`src/hw/buf_cfg_pkg.sv`:
```
package buf_cfg_pkg;

    // Data word width
    localparam int data_w = 32;

    // Chain geometry
    localparam int num_stages  = 8;
    localparam int stage_depth = 2;
    localparam int capacity    = num_stages * stage_depth;

    // Occupancy counter width
    localparam int count_w = 16;

    // Cycles for a lone word to reach the head of an empty chain
    localparam int fill_latency = num_stages;

endpackage

```
`src/hw/buf_stat_pkg.sv`:
```
package buf_stat_pkg;

    // Stage occupancy where the head register fills first
    typedef enum logic [1:0] {
        st_empty,
        st_one,
        st_two
    } stage_state_t;

    // Sticky flag levels
    localparam logic flag_set   = 1'b1;
    localparam logic flag_clear = 1'b0;

endpackage

```
`src/hw/shift_stage.sv`:
```
`timescale 1ns/1ps

module shift_stage
    import buf_cfg_pkg::*, buf_stat_pkg::*;
(
    input  logic              clk,
    input  logic              rst_n,
    input  logic              in_vld,
    input  logic [data_w-1:0] in_data,
    output logic              full,
    input  logic              out_take,
    output logic [data_w-1:0] out_data,
    output logic              empty
);

    stage_state_t      state;
    stage_state_t      state_nxt;
    logic [data_w-1:0] head_q;
    logic [data_w-1:0] back_q;

    // ##############################
    // Occupancy FSM
    // ##############################

    always_comb begin
        state_nxt = state;
        case (state)
            st_empty: begin
                if (in_vld) state_nxt = st_one;
            end
            st_one: begin
                if (in_vld && !out_take) state_nxt = st_two;
                else if (!in_vld && out_take) state_nxt = st_empty;
            end
            st_two: begin
                if (out_take) state_nxt = st_one;
            end
            default: state_nxt = st_empty;
        endcase
    end

    always_ff @(posedge clk or negedge rst_n) begin
        if (!rst_n) begin
            state <= st_empty;
        end else begin
            state <= state_nxt;
        end
    end

    // ##############################
    // Data registers
    // ##############################

    // Arrival goes to head when stage is empty or being emptied
    always_ff @(posedge clk) begin
        case (state)
            st_empty: begin
                if (in_vld) head_q <= in_data;
            end
            st_one: begin
                if (in_vld && out_take) head_q <= in_data;
                else if (in_vld) back_q <= in_data;
            end
            st_two: begin
                if (out_take) head_q <= back_q;
            end
            default: begin
            end
        endcase
    end

    assign full     = (state == st_two);
    assign empty    = (state == st_empty);
    assign out_data = head_q;

endmodule

```
`src/hw/shift_chain.sv`:
```
`timescale 1ns/1ps

module shift_chain
    import buf_cfg_pkg::*;
(
    input  logic              clk,
    input  logic              rst_n,
    input  logic              push,
    input  logic [data_w-1:0] push_data,
    output logic              full,
    input  logic              pop,
    output logic [data_w-1:0] head_data,
    output logic              empty
);

    logic [num_stages-1:0] stage_full;
    logic [num_stages-1:0] stage_empty;
    logic [num_stages-1:0] stage_take;
    logic [num_stages-1:0] stage_in_vld;
    logic [data_w-1:0]     stage_in_data  [num_stages];
    logic [data_w-1:0]     stage_out_data [num_stages];

    assign stage_in_vld[0]  = push;
    assign stage_in_data[0] = push_data;

    for (genvar i = 0; i < num_stages; i++) begin : g_stage
        if (i < num_stages - 1) begin : g_fwd
            // Move on whenever holding a word and the next stage has room
            assign stage_take[i]      = !stage_empty[i] && !stage_full[i+1];
            assign stage_in_vld[i+1]  = stage_take[i];
            assign stage_in_data[i+1] = stage_out_data[i];
        end else begin : g_last
            assign stage_take[i] = pop;
        end

        shift_stage stage_inst (
            .clk      (clk),
            .rst_n    (rst_n),
            .in_vld   (stage_in_vld[i]),
            .in_data  (stage_in_data[i]),
            .full     (stage_full[i]),
            .out_take (stage_take[i]),
            .out_data (stage_out_data[i]),
            .empty    (stage_empty[i])
        );
    end

    assign full      = stage_full[0];
    assign empty     = stage_empty[num_stages-1];
    assign head_data = stage_out_data[num_stages-1];

endmodule

```
`src/hw/write_guard.sv`:
```
`timescale 1ns/1ps

module write_guard
    import buf_cfg_pkg::*, buf_stat_pkg::*;
(
    input  logic              clk,
    input  logic              rst_n,
    input  logic              wr_en,
    input  logic [data_w-1:0] wr_data,
    input  logic              chain_full,
    input  logic              clear,
    output logic              push,
    output logic [data_w-1:0] push_data,
    output logic              overflow
);

    logic overflow_q;
    logic wr_drop;

    // Writes while the first stage is full are lost
    assign push      = wr_en && !chain_full;
    assign wr_drop   = wr_en && chain_full;
    assign push_data = wr_data;

    // ##############################
    // Sticky overflow
    // ##############################

    // New offence wins over clear
    always_ff @(posedge clk or negedge rst_n) begin
        if (!rst_n) begin
            overflow_q <= flag_clear;
        end else if (wr_drop) begin
            overflow_q <= flag_set;
        end else if (clear) begin
            overflow_q <= flag_clear;
        end
    end

    assign overflow = overflow_q;

endmodule

```
`src/hw/read_tracker.sv`:
```
`timescale 1ns/1ps

module read_tracker
    import buf_cfg_pkg::*, buf_stat_pkg::*;
(
    input  logic               clk,
    input  logic               rst_n,
    input  logic               rd_en,
    input  logic               chain_empty,
    input  logic               push,
    input  logic               clear,
    output logic               pop,
    output logic [count_w-1:0] count,
    output logic               underflow
);

    logic [count_w-1:0] count_q;
    logic               underflow_q;
    logic               rd_miss;

    // Reads while empty are ignored
    assign pop     = rd_en && !chain_empty;
    assign rd_miss = rd_en && chain_empty;

    // ##############################
    // Occupancy count
    // ##############################

    always_ff @(posedge clk or negedge rst_n) begin
        if (!rst_n) begin
            count_q <= '0;
        end else begin
            case ({push, pop})
                2'b10:   count_q <= count_q + 1'b1;
                2'b01:   count_q <= count_q - 1'b1;
                default: count_q <= count_q;
            endcase
        end
    end

    // ##############################
    // Sticky underflow
    // ##############################

    always_ff @(posedge clk or negedge rst_n) begin
        if (!rst_n) begin
            underflow_q <= flag_clear;
        end else if (rd_miss) begin
            underflow_q <= flag_set;
        end else if (clear) begin
            underflow_q <= flag_clear;
        end
    end

    assign count     = count_q;
    assign underflow = underflow_q;

endmodule

```
`src/hw/shift_buffer_top.sv`:
```
`timescale 1ns/1ps

module shift_buffer_top
    import buf_cfg_pkg::*;
(
    input  logic               clk,
    input  logic               rst_n,
    input  logic               wr_en,
    input  logic [data_w-1:0]  wr_data,
    input  logic               rd_en,
    input  logic               clear,
    output logic [data_w-1:0]  rd_data,
    output logic               empty,
    output logic               full,
    output logic [count_w-1:0] count,
    output logic               overflow,
    output logic               underflow
);

    logic              push;
    logic [data_w-1:0] push_data;
    logic              pop;

    // Input side
    write_guard write_guard_inst (
        .clk        (clk),
        .rst_n      (rst_n),
        .wr_en      (wr_en),
        .wr_data    (wr_data),
        .chain_full (full),
        .clear      (clear),
        .push       (push),
        .push_data  (push_data),
        .overflow   (overflow)
    );

    shift_chain shift_chain_inst (
        .clk       (clk),
        .rst_n     (rst_n),
        .push      (push),
        .push_data (push_data),
        .full      (full),
        .pop       (pop),
        .head_data (rd_data),
        .empty     (empty)
    );

    // Output side
    read_tracker read_tracker_inst (
        .clk         (clk),
        .rst_n       (rst_n),
        .rd_en       (rd_en),
        .chain_empty (empty),
        .push        (push),
        .clear       (clear),
        .pop         (pop),
        .count       (count),
        .underflow   (underflow)
    );

endmodule

```
`config.mk`:
```
export PLATFORM = sky130hd
export DESIGN_NAME = shift_buffer_top
export DESIGN_NICKNAME = d
export VERILOG_FILES = /design/src/hw/buf_cfg_pkg.sv /design/src/hw/buf_stat_pkg.sv /design/src/hw/shift_stage.sv /design/src/hw/shift_chain.sv /design/src/hw/write_guard.sv /design/src/hw/read_tracker.sv /design/src/hw/shift_buffer_top.sv
export SDC_FILE = /design/constraint.sdc
export NUM_CORES = 1
export LEC_CHECK = 0
export BUFFER_PORTS_ARGS = -buffer_cell sky130_fd_sc_hd__buf_2
export CORE_UTILIZATION = 55
export CTS_CLUSTER_DIAMETER = 80
export DETAILED_ROUTE_END_ITERATION = 10
export PLACE_DENSITY_LB_ADDON = 0.3
export SLEW_MARGIN = 20
export SYNTH_ARGS = -nofsm -noshare
export SYNTH_HDL_FRONTEND = slang
export SYNTH_HIERARCHICAL = 1
export SYNTH_SLANG_ARGS = --single-unit
```
`constraint.sdc`:
```
create_clock -name clk -period 9.1 [get_ports clk]
set_input_delay 1.82 -clock clk [delete_from_list [all_inputs] [get_ports clk]]
set_output_delay 1.82 -clock clk [all_outputs]
set_load 0.005 [all_outputs]
```
### Word level (Yosys, flattened, before mapping)

Cells that the tools add are included.

| storage, ports and cells | value |
|---|---|
| bits in registers | 546 |
| output and inout bits | 52 |

| cells by class | value |
|---|---|
| $add $sub $neg | 2 |
| equality and inequality tests | 50 |
| muxes and demuxes | 69 |
| bitwise operators | 8 |
| reduce and logical (&&, ||, !) cells | 103 |

Operators with widths:

| operator | count |
|---|---|
| 32-bit 2-to-1 mux | 24 |
| 32-bit case mux with 3 select lines | 8 |
| 2-bit 2-to-1 mux | 25 |
| 2-bit case mux with 3 select lines | 8 |
| 3-bit AND reduction | 16 |
| 1-bit logical AND | 35 |
| 16-bit case mux with 2 select lines | 1 |
| 4-bit AND reduction | 8 |
| 2-bit by 1-bit inequality test with 1-bit output, second input constant | 15 |
| 1-bit zero test | 25 |
| 3-bit inequality test, second input constant | 8 |
| 3-bit nonzero test | 8 |
| 2-bit by 1-bit equality test with 1-bit output, second input constant | 9 |
| 2-bit equality test, second input constant | 9 |
| 2-bit inequality test, second input constant | 9 |
| 16-bit by 1-bit adder with 16-bit output, second input constant | 1 |
| 2-bit zero test | 8 |
| 16-bit by 1-bit subtractor with 16-bit output, second input constant | 1 |
| 1-bit inverter | 8 |
| 2-bit nonzero test | 3 |
| 1-bit 2-to-1 mux | 3 |

### Logic depth before layout (Yosys ltp)

Gate-level depths: netlist of run 1.

| depth | value |
|---|---|
| word-level depth | 8 |
| gate-level depth with buffers | 19 |

### Modules after synthesis

Netlist of run 1, hierarchy kept.

Modules (own cells, without submodules):

| module | instances | cells each | area each (µm²) |
|---|---|---|---|
| shift_stage | 8 | 118 | 2,645.0 |
| read_tracker | 1 | 203 | 1,600.3 |
| write_guard | 1 | 37 | 284.0 |
| shift_chain | 1 | 7 | 26.3 |

### Worst setup path before layout of run 1

OpenSTA, ideal clock, no wires.

| timing | value |
|---|---|
| path kind | input to register |
| start | input wr_en |
| end | register shift_chain_inst.g_stage[0].stage_inst.head_q[0], enable pin |
| setup time | 0.466 ns |
| arrival time | 4.671 ns |
| required time | 8.634 ns |
| slack | 3.964 ns |
| stages on the path | 4 |
| path buffers | 0 |
| cells stage by stage | nor2b_1 ha_1 mux2i_1 o21ai_0 |

| on the way | value |
|---|---|
| word-level cells in the longest chain between the ends | 4 |

RTL lines:

| item | RTL line | RTL |
|---|---|---|
| start, declared | shift_buffer_top.sv:8 | `input logic wr_en,` |
| 1-bit logical AND * | write_guard.sv:21 | `assign push = wr_en && !chain_full;` |
| 1-bit logical AND | shift_stage.sv:61 | `if (in_vld && out_take) head_q <= in_data;` |
| 2-bit inequality test (no line) | n/a |  |
| 4-bit AND reduction (no line) * | n/a |  |
| end signal, assigned | shift_stage.sv:58 | `if (in_vld) head_q <= in_data;` |
| end signal, assigned | shift_stage.sv:61 |  |
| end signal, assigned | shift_stage.sv:65 | `if (out_take) head_q <= back_q;` |
| end, declared | shift_stage.sv:18 | `logic [data_w-1:0] head_q;` |

Every way passes the cells marked *; elsewhere a longest branch is shown, timed or not.
A chain may end at the register's enable or synchronous reset.

### Final worst setup path of run 1

| timing | value |
|---|---|
| start | input rd_en |
| end | register read_tracker_inst.count_q[15] (netlist: read_tracker_inst/count[15]) |

| on the way | value |
|---|---|
| word-level cells in the longest chain between the ends | 3 |

RTL lines:

| item | RTL line | RTL |
|---|---|---|
| start, declared | shift_buffer_top.sv:10 | `input logic rd_en,` |
| 1-bit logical AND * | read_tracker.sv:22 | `assign pop = rd_en && !chain_empty;` |
| via pop | shift_buffer_top.sv:22 | `logic pop;` |
| 2-bit by 1-bit equality test with 1-bit output or 2-bit equality test (tied branches) | read_tracker.sv:33 | `case ({push, pop})` |
| 16-bit case mux with 2 select lines or 2-bit nonzero test (tied branches) | n/a |  |
| end signal, assigned | read_tracker.sv:34 | `2'b10: count_q <= count_q + 1'b1;` |
| end signal, assigned | read_tracker.sv:35 | `2'b01: count_q <= count_q - 1'b1;` |
| end signal, assigned | read_tracker.sv:36 | `default: count_q <= count_q;` |
| end, declared | read_tracker.sv:17 | `logic [count_w-1:0] count_q;` |

The timed path passes the listed nets; every way through them passes the cells marked *.

==> results.cfg, run 1 <==
[status]
status = finished with violations
violations = design-rule violations

[timing]
rsz0062_at_grt = false
setup_viol = 0
slew_viol_final = 0
fin_ws_ns = 4.45
min_period_ns = 4.65
max_freq_mhz = 215
fin_hold_ws_ns = 0.443
finClkSkew_ns = 0.0202
worstMarginPinSlew_ns = 0.845
hold_viol_final = 0
relSlewSlack_pct = 43.7
period_share_pct = 51.1
setup_tns_ns = 0

[detailed_routing]
drc = 3
routedWlPerCell_um = 15.0
drt-total-wl_mm = 27.6
dr.pass1.iters = 10
drt_iter0_markers = 498
ant_nets = 0
vias = 9537
avgViaCountPerCell = 5.17

[cts]
cts_buffers = 54
clock_latency_ns = 0.57
cts.sinks = 546
ctsRootBufferMaster = clkbuf_16
postCtsSetupBuffers = 0
cts_max_level = 2
cts_tree = done
cts_resized = 0
postCtsHoldBufs = 0
clk_path_buf_depth = 3
clk_pin_slew_ns = 0.06

[worst_setup_path]
critical-path-max-stage-delay_ns = 0.84
crit_path_cell_trace = buf_2, nor2b_1, ha_1, clkinv_1, o32ai_2, o21ai_1, or3b_1, mux2i_1, xnor2_1
endpoint_kind = register
path_max_fanout = 23
required_ns = 9.59
worstSetupStartpointType = input port
path_class = in -> reg
path_delay_family = simple AND/OR/NAND/NOR gates
critPathArrivalTime_ns = 5.14
crit_slowest_cell = ha_1
path_buf_inv = 2

[global_route]
antenna_found_initial = 0
grt_pass1_wl_mm = 46.9
grt_pass1_vias = 9604
grt_use_total_pct = 13.3
overflow = 0
grt_max_degree = 41

[power]
power_density_nw_per_um2 = 383
total_power_mw = 9.64
leakagePower_nw = 9.04
peakVddDrop_mv = 0.198

[finish]
fin_util_pct = 61.2
nets = 1332
syn2layout_area_growth_pct = 9.06
diodes = 0
drive_above_1_share_pct = 36.4
layout_commonest_cell = edfxtp_1
fin_cells = 1845
layout_common_cells = 512 x edfxtp_1, 224 x mux2_4, 88 x buf_2, 57 x clkbuf_16, 34 x dfrtp_1
design_area_um2 = 25200

[logic_synthesis]
syn-num-nets = 1255
synthFlopType = edfxtp_1
ys_seq_area_share_pct = 70.3
synthCells = 1191
async_flop_share_pct = 6.23
postSynthAreaPerCell_um2 = 19.4
yosysUniqueCellTypes = 55
yosysWarnings = 6
ys_ff_latch = 546
syn-cell-area_um2 = 23100
synth_edf_count = 512

[die]
initial_core_util_pct = 56.1
ioPinCount = 89
die_h_um = 207
die_area_um2 = 42800
die_w_um = 207
rows = 74
fp.coreArea_um2 = 41100

[place]
gp_congestion = 0.831
place.port_buffers = 88
placed_area_um2 = 23400
dp_hpwl_mm = 18.1
numPlacedInstances = 1744
dp_slack_ns = 3.99

[min_path]
hold_class = reg -> reg

[flow_run]
maxCapViolations = 0
-- registers in the layout (all words and copies together), names as in the netlist --
register / flops
read_tracker_inst/underflow: 1
write_guard_inst/overflow: 1
shift_chain_inst/g_stage.stage_inst/back_q: 256
shift_chain_inst/g_stage.stage_inst/state: 16
shift_chain_inst/g_stage.stage_inst/out_data: 256
read_tracker_inst/count: 16
-- report_power, final --
group | switching (mW) | internal [mW]
combinational | 1.19 | 1.23
sequential | 0.549 | 4.51
clock | 0.864 | 1.31
total | 2.60 | 7.04
-- layout make-up --
class | count | area (um^2)
Clock buffer | 75 | 1520
Clock inverter | 26 | 253
Tap cell | 532 | 666
Timing Repair Buffer | 112 | 621
Inverter | 17 | 63.8
Sequential cell | 546 | 16200
Fill cell | 2948 | 15900
Multi-Input combinational cell | 537 | 5810
-- routing by layer --
layer  track usage [%]  part of all wire (%)
met5                 0                     0
met4              4.90                   2.4
met2              22.1                    49
met1              17.6                    45
met3              2.56                   4.1
-- cell families after synthesis --
logic type | count (synthesis) | synth area share [%]
multiplexers | 277 | 17.1
adder cells (fa/ha/maj) | 27 | 1.46
AND/OR/NAND/NOR | 131 | 3.28
AO/OA/AOI/OAI | 82 | 2.39
XOR/XNOR | 20 | 0.759
flip-flops | 546 | 70.3
buffers and inverters | 108 | 4.72
-- worst paths after layout --
check / from / endpoint / slack [ns] / cells past startpoint
worst max-delay path: rd_en / read_tracker_inst/count[15] / 4.45 / 9
worst min register to register: register / shift_chain_inst/g_stage[7].stage_inst/back_q[28] / 0.44 / 0
worst min-delay path: register / shift_chain_inst/g_stage[7].stage_inst/back_q[28] / 0.44 / 0
worst max register to register: shift_chain_inst/g_stage[0].stage_inst/state[1] / read_tracker_inst/count[15] / 4.91 / 11
min in group asynchronous: rst_n / read_tracker_inst/underflow / 1.33 / 1
max in group asynchronous: rst_n / shift_chain_inst/g_stage[5].stage_inst/state[1] / 7.25 / 1
-- synth_stat cells (2+ instances only) --
cell type,instances,area share (%)
ha_1,27,1.5
o221ai_1,2,0.076
inv_1,16,0.26
buf_12,32,2.8
nor2b_1,3,0.081
nor2_1,35,0.57
o31ai_1,4,0.13
nand3_1,4,0.087
o2bb2ai_1,8,0.30
buf_2,4,0.087
nand2b_1,5,0.14
nor3_1,11,0.24
nand4_1,2,0.054
clkbuf_1,13,0.21
mux2_2,33,1.6
o21ai_0,24,0.52
nand3b_1,18,0.59
or3b_1,3,0.11
xnor2_1,12,0.46
xor2_1,8,0.30
buf_4,40,1.3
edfxtp_1,512,67
a31oi_1,3,0.081
dfrtp_1,34,3.7
nand4b_1,2,0.076
nor2b_4,8,0.48
mux2i_1,20,0.87
o32a_1,3,0.13
nand2_1,25,0.41
o21ai_1,2,0.043
mux2_4,224,15
a21oi_1,15,0.33
o22ai_1,7,0.19
or3_1,5,0.14
o22a_1,4,0.15
or2_2,4,0.11
Power figures use the tool's default switching activity.
==> run 2, diff against run 1 <==
ABC_AREA = 1   (was default)
clock period = 4.6 ns   (was 9.1 ns; I/O delays follow)
==> run 2 against run 1 <==
Against the previous run:
- the run now ends clean
- clock skew is 0.0040 ns lower
- critical path depth is 10 higher
- first-iteration DRC count is 23% lower
- combinational power is 86% higher
- sequential power is 98% higher
- core utilization is 0.16 points lower
- highest routed layer unchanged
==> results.cfg, run 2 <==
[status]
status = finished, final reports clean

[global_route]
grt_max_degree = 36
overflow = 0
antenna_found_initial = 0
grt_use_total_pct = 15.8
grt_pass1_vias = 11600
grt_pass1_wl_mm = 54.4

[cts]
cts_resized = 0
cts.sinks = 546
ctsRootBufferMaster = clkbuf_16
cts_tree = done
clk_path_buf_depth = 3
cts_buffers = 53
cts_max_level = 2
clk_pin_slew_ns = 0.06
clock_latency_ns = 0.56
postCtsHoldBufs = 0
postCtsSetupBuffers = 0

[logic_synthesis]
synth.top_cells.by_count = 844 x nand2_1, 512 x edfxtp_1, 79 x nand2_2, 77 x inv_1, 54 x nor2_1
synth_top_family_by_area = simple AND/OR/NAND/NOR gates
synthCells = 1854
synth.most_common_cell = nand2_1
synthSimpleGateAreaFrac_pct = 19.3
async_flop_share_pct = 6.23
syn-cell-area_um2 = 22400
synth_top_cell_by_area = edfxtp_1
synth_edf_count = 512
synth_xor_area_share_pct = 0.156
yosysWarnings = 6
yosys-top-cells-area = edfxtp_1 69%, nand2_1 14%, dfrtp_1 3.8%, nand2_2 2.2%, buf_4 1.6%
muxShareOfSynthArea_pct = 0
synth_top_area_share_pct = 68.6
synth_compound_area_share_pct = 1.03
postSynthAreaPerCell_um2 = 12.1
synth_fa_ha_area_share_pct = 1.51
ys_ff_latch = 546
syn-num-nets = 1918
ys_seq_area_share_pct = 72.4
synthFlopType = edfxtp_1
yosysUniqueCellTypes = 32

[die]
die_w_um = 204
rows = 73
die_area_um2 = 41500
initial_core_util_pct = 56.1
fp.coreArea_um2 = 39900
die_h_um = 204
ioPinCount = 89

[timing]
rsz0062_at_grt = false
fin_hold_ws_ns = 0.444
relSlewSlack_pct = 44.3
worstMarginPinSlew_ns = 0.836
setup_viol = 0
hold_viol_final = 0
setup_tns_ns = 0
slew_viol_final = 0
finClkSkew_ns = 0.0162
period_share_pct = 69.7
min_period_ns = 3.21
max_freq_mhz = 312

[detailed_routing]
routedWlPerCell_um = 12.7
ant_nets = 0
drt_iter0_markers = 385
dr.pass1.iters = 8
drc = 0
vias = 11900
avgViaCountPerCell = 4.78
drt-total-wl_mm = 31.5

[power]
leakagePower_nw = 10.2
peakVddDrop_mv = 0.416
power_density_nw_per_um2 = 755

[place]
dp_hpwl_mm = 21.6
gp_congestion = 0.736
placed_area_um2 = 22800
place.port_buffers = 88

[worst_setup_path]
crit_slowest_cell = dfrtp_1
crit_top_cell = nand2_1
endpoint_kind = register
required_ns = 5.04
crit_path_cell_trace = inv_2, nand2_4, inv_6, nor2_1, inv_1, ha_1, buf_4, nand2_1, inv_1, nor2_2, nand2_1, nor2_1, nand2_1, nand2_1, nand2_1, nand2_1, nand2_1, nand3_1, nand2_1
critPathArrivalTime_ns = 3.65
path_max_fanout = 35
critical-path-max-stage-delay_ns = 0.40
path_class = reg -> reg
worstSetupStartpointType = register

[finish]
diodes = 0
layout_commonest_cell = nand2_1
design_area_um2 = 24400
syn2layout_area_growth_pct = 8.79
layout_common_cells = 844 x nand2_1, 512 x edfxtp_1, 88 x buf_2, 79 x nand2_2, 77 x inv_1
nets = 1990
drive_above_1_share_pct = 15.1

[min_path]
hold_class = reg -> reg

[flow_run]
maxCapViolations = 0
[run 2: cell type report]
| type | instances | area (um^2) |
|---|---|---|
| clock buffers | 68 | 1400 |
| clock inverters | 26 | 173 |
| fillers | 3077 | 15500 |
| inverters | 96 | 400 |
| multi-input cells | 1124 | 4940 |
| flip-flops and latches | 546 | 16200 |
| well taps | 525 | 657 |
| repair buffers | 105 | 568 |
[run 2: cells by family after synthesis]
family                   count (synthesis)
AO/OA/AOI/OAI                           44
flip-flops                             546
AND/OR/NAND/NOR                       1049
buffers and inverters                  184
adder cells (fa/ha/maj)                 27
XOR/XNOR                                 4
[run 2: metrics by stage]
step / worst slack (ns) / cells / power, mW / utilization (%)
after CTS: 1.36 / 2490 / 18.6 / 61.0
after detailed placement: 1.33 / 2396 / 14.6 / 57.1
final: 1.39 / 2490 / 18.4 / 61.0
after global placement: 1.41 / 2396 / 14.2 / 57.1
after global routing: 0.977 / 2490 / 19.7 / 61.0
after floorplan: 1.40 / 1854 / 13.3 / -
[run 2: report_power, final]
part	switching (mW)	internal, mW	total [mW]
Clock	1.67	2.25	3.91
Sequential	0.953	9.05	10.0
Combinational	3.13	1.35	4.48
Total	5.75	12.6	18.4
[run 2: worst max-delay path: cells and delay by family, from the launching register on]
| kind | cells | cell delay (ns) |
|---|---|---|
| flops | 1 | 0.40 |
| fa+ha+maj | 1 | 0.31 |
| simple gates | 13 | 1.63 |
| buf+inv | 5 | 0.72 |
[run 2: path summary, 6_finish.rpt]
kind	cells past startpoint	slack [ns]	endpoint	from
max in group asynchronous	1	3.61	shift_chain_inst/g_stage[6].stage_inst/state[1]	rst_n
hold / removal	0	0.44	shift_chain_inst/g_stage[2].stage_inst/back_q[7]	shift_chain_inst/g_stage[1].stage_inst/out_data[7]
setup / recovery	19	1.39	read_tracker_inst/count[13]	shift_chain_inst/g_stage[0].stage_inst/state[0]
setup reg to reg	19	1.39	read_tracker_inst/count[13]	shift_chain_inst/g_stage[0].stage_inst/state[0]
hold reg to reg	0	0.44	shift_chain_inst/g_stage[2].stage_inst/back_q[7]	shift_chain_inst/g_stage[1].stage_inst/out_data[7]
min in group asynchronous	1	0.46	read_tracker_inst/count[9]	rst_n
[run 2: metal layers]
layer / vias up / routed length, um / global-route usage, %
met5: - / 0 / 0
met4: 0 / 818 / 5.32
met3: 72 / 1030 / 2.60
met2: 182 / 16000 / 28.3
met1: 5423 / 13600 / 19.5
li1: 6232 / - / -
==> run 3, diff against run 2 <==
ABC_AREA = 0   (was 1)
clock period = 3 ns   (was 4.6 ns; I/O delays follow)
==> run 3 against run 2 <==
Against the previous run:
- the run now ends with design-rule violations left
- maximum frequency increased by 17%
- critical path depth decreased by 7
- flip-flop and latch count unchanged
==> results.cfg, run 3 (synthesized netlist as in run 1, its figures left out) <==
[die]
fp.coreArea_um2 = 41100
die_area_um2 = 42800
rows = 74
die_w_um = 207
die_h_um = 207
ioPinCount = 89
initial_core_util_pct = 56.1

[worst_setup_path]
r2r_cells = 12
endpoint_kind = register
critPathCapture = read_tracker_inst/count[15]
path_max_fanout = 19
worstSetupStartpointType = register
critPathArrivalTime_ns = 3.25
r2r-start = shift_chain_inst/g_stage[0].stage_inst/state[0]
startpoint = shift_chain_inst/g_stage[0].stage_inst/state[0]
r2r_slack_ns = 0.25
required_ns = 3.50
path_class = reg -> reg
worstReg2RegEnd = read_tracker_inst/count[15]

[cts]
clock_latency_ns = 0.59
cts.sinks = 546
clk_path_buf_depth = 3
cts_resized = 0
cts_buffers = 54
postCtsSetupBuffers = 0
cts_tree = done
ctsRootBufferMaster = clkbuf_16
clk_pin_slew_ns = 0.06
postCtsHoldBufs = 0
cts_max_level = 2

[timing]
fin_ws_ns = 0.252
max_freq_mhz = 364
relSlewSlack_pct = 36.2
min_period_ns = 2.75
hold_viol_final = 0
finClkSkew_ns = 0.0172
slew_viol_final = 0
worstMarginPinSlew_ns = 0.957
period_share_pct = 91.6
setup_viol = 0
rsz0062_at_grt = false

[finish]
layout_common_cells = 512 x edfxtp_1, 224 x mux2_4, 88 x buf_2, 54 x clkbuf_16, 39 x buf_4
drive_above_1_share_pct = 37.8
diodes = 0
syn2layout_area_growth_pct = 9.50
nets = 1347
layout_commonest_cell = edfxtp_1
fillers = 2912

[place]
dp_hpwl_mm = 19.5
place.port_buffers = 88
gp_congestion = 0.846
dp_slack_ns = 0.0377

[global_route]
overflow = 0
grt_max_degree = 36
grt_pass1_vias = 9789
grt_pass1_wl_mm = 49.1
antenna_found_initial = 0
grt_use_total_pct = 14.3

[min_path]
hold_class = in -> async

[detailed_routing]
dr.pass1.iters = 8
drt_iter0_markers = 532
routedWlPerCell_um = 16.0
drc = 8
ant_nets = 0
vias = 9712
avgViaCountPerCell = 5.22
drt-total-wl_mm = 29.7

[power]
total_power_mw = 29.4
peakVddDrop_mv = 0.612
leakagePower_nw = 9.10
power_density_nw_per_um2 = 1160

[status]
violations = design-rule violations
status = finished with violations

[flow_run]
maxCapViolations = 0
-- run 3: critical path, stage by stage, from the launching register on --
cell      delay [ns]
dfrtp_1         0.48
nor2b_4         0.18
nor2b_4         0.05
inv_2           0.08
ha_4            0.21
buf_4           0.25
buf_4           0.22
nand2b_1        0.12
o22ai_1         0.22
o21ai_1         0.14
or3b_1          0.40
mux2i_1         0.19
xnor2_1         0.13
-- run 3: power breakdown --
part | switching (mW) | internal, mW
Sequential | 1.66 | 13.7
Combinational | 3.77 | 3.82
Clock | 2.67 | 3.80
-- run 3: final cells by class --
| class | instances | area (um^2) | area share, % |
|---|---|---|---|
| clock buffer | 73 | 1440 | 5.71 |
| sequential | 546 | 16200 | 64.2 |
| tap | 532 | 666 | 2.63 |
| clock inverter | 27 | 270 | 1.07 |
| inverter | 17 | 63.8 | 0.253 |
| multi-input combinational | 537 | 5860 | 23.2 |
| timing repair buffer | 127 | 733 | 2.90 |
-- run 3: how the worst min path moves through the flow --
stage                                                                   from                                                end  slack, ns  cells after the start
after floorplan                                                        rst_n                         read_tracker_inst/count[0]       0.30                      0
after global placement                                              register  shift_chain_inst/g_stage[7].stage_inst/back_q[25]       0.44                      0
after detailed placement  shift_chain_inst/g_stage[2].stage_inst/out_data[3]   shift_chain_inst/g_stage[3].stage_inst/back_q[3]       0.43                      0
after CTS                                                              clear                          write_guard_inst/overflow       0.15                      2
after global routing                                                   clear                          write_guard_inst/overflow       0.18                      2
final                                                                  rst_n    shift_chain_inst/g_stage[7].stage_inst/state[0]       0.17                      1
-- run 3: stage by stage --
step / instances / hold WS, ns / cell area [um^2] / util, % / setup TNS, ns
floorplan: 1191 / 0.304 / 23200 / - / -70.53
CTS: 1859 / 0.149 / 25300 / 61.4 / 0
finish: 1859 / 0.169 / 25300 / 61.5 / 0
global placement: 1759 / 0.437 / 23500 / 57.3 / 0
global route: 1859 / 0.181 / 25300 / 61.5 / 0
detailed placement: 1759 / 0.435 / 23500 / 57.3 / 0
-- run 3: layer usage --
| layer | GRT usage (%) | wire (um) |
|---|---|---|
| met3 | 2.62 | 1190 |
| met5 | 0 | 0 |
| met2 | 23.9 | 14600 |
| met4 | 6.28 | 765 |
| met1 | 18.4 | 13100 |
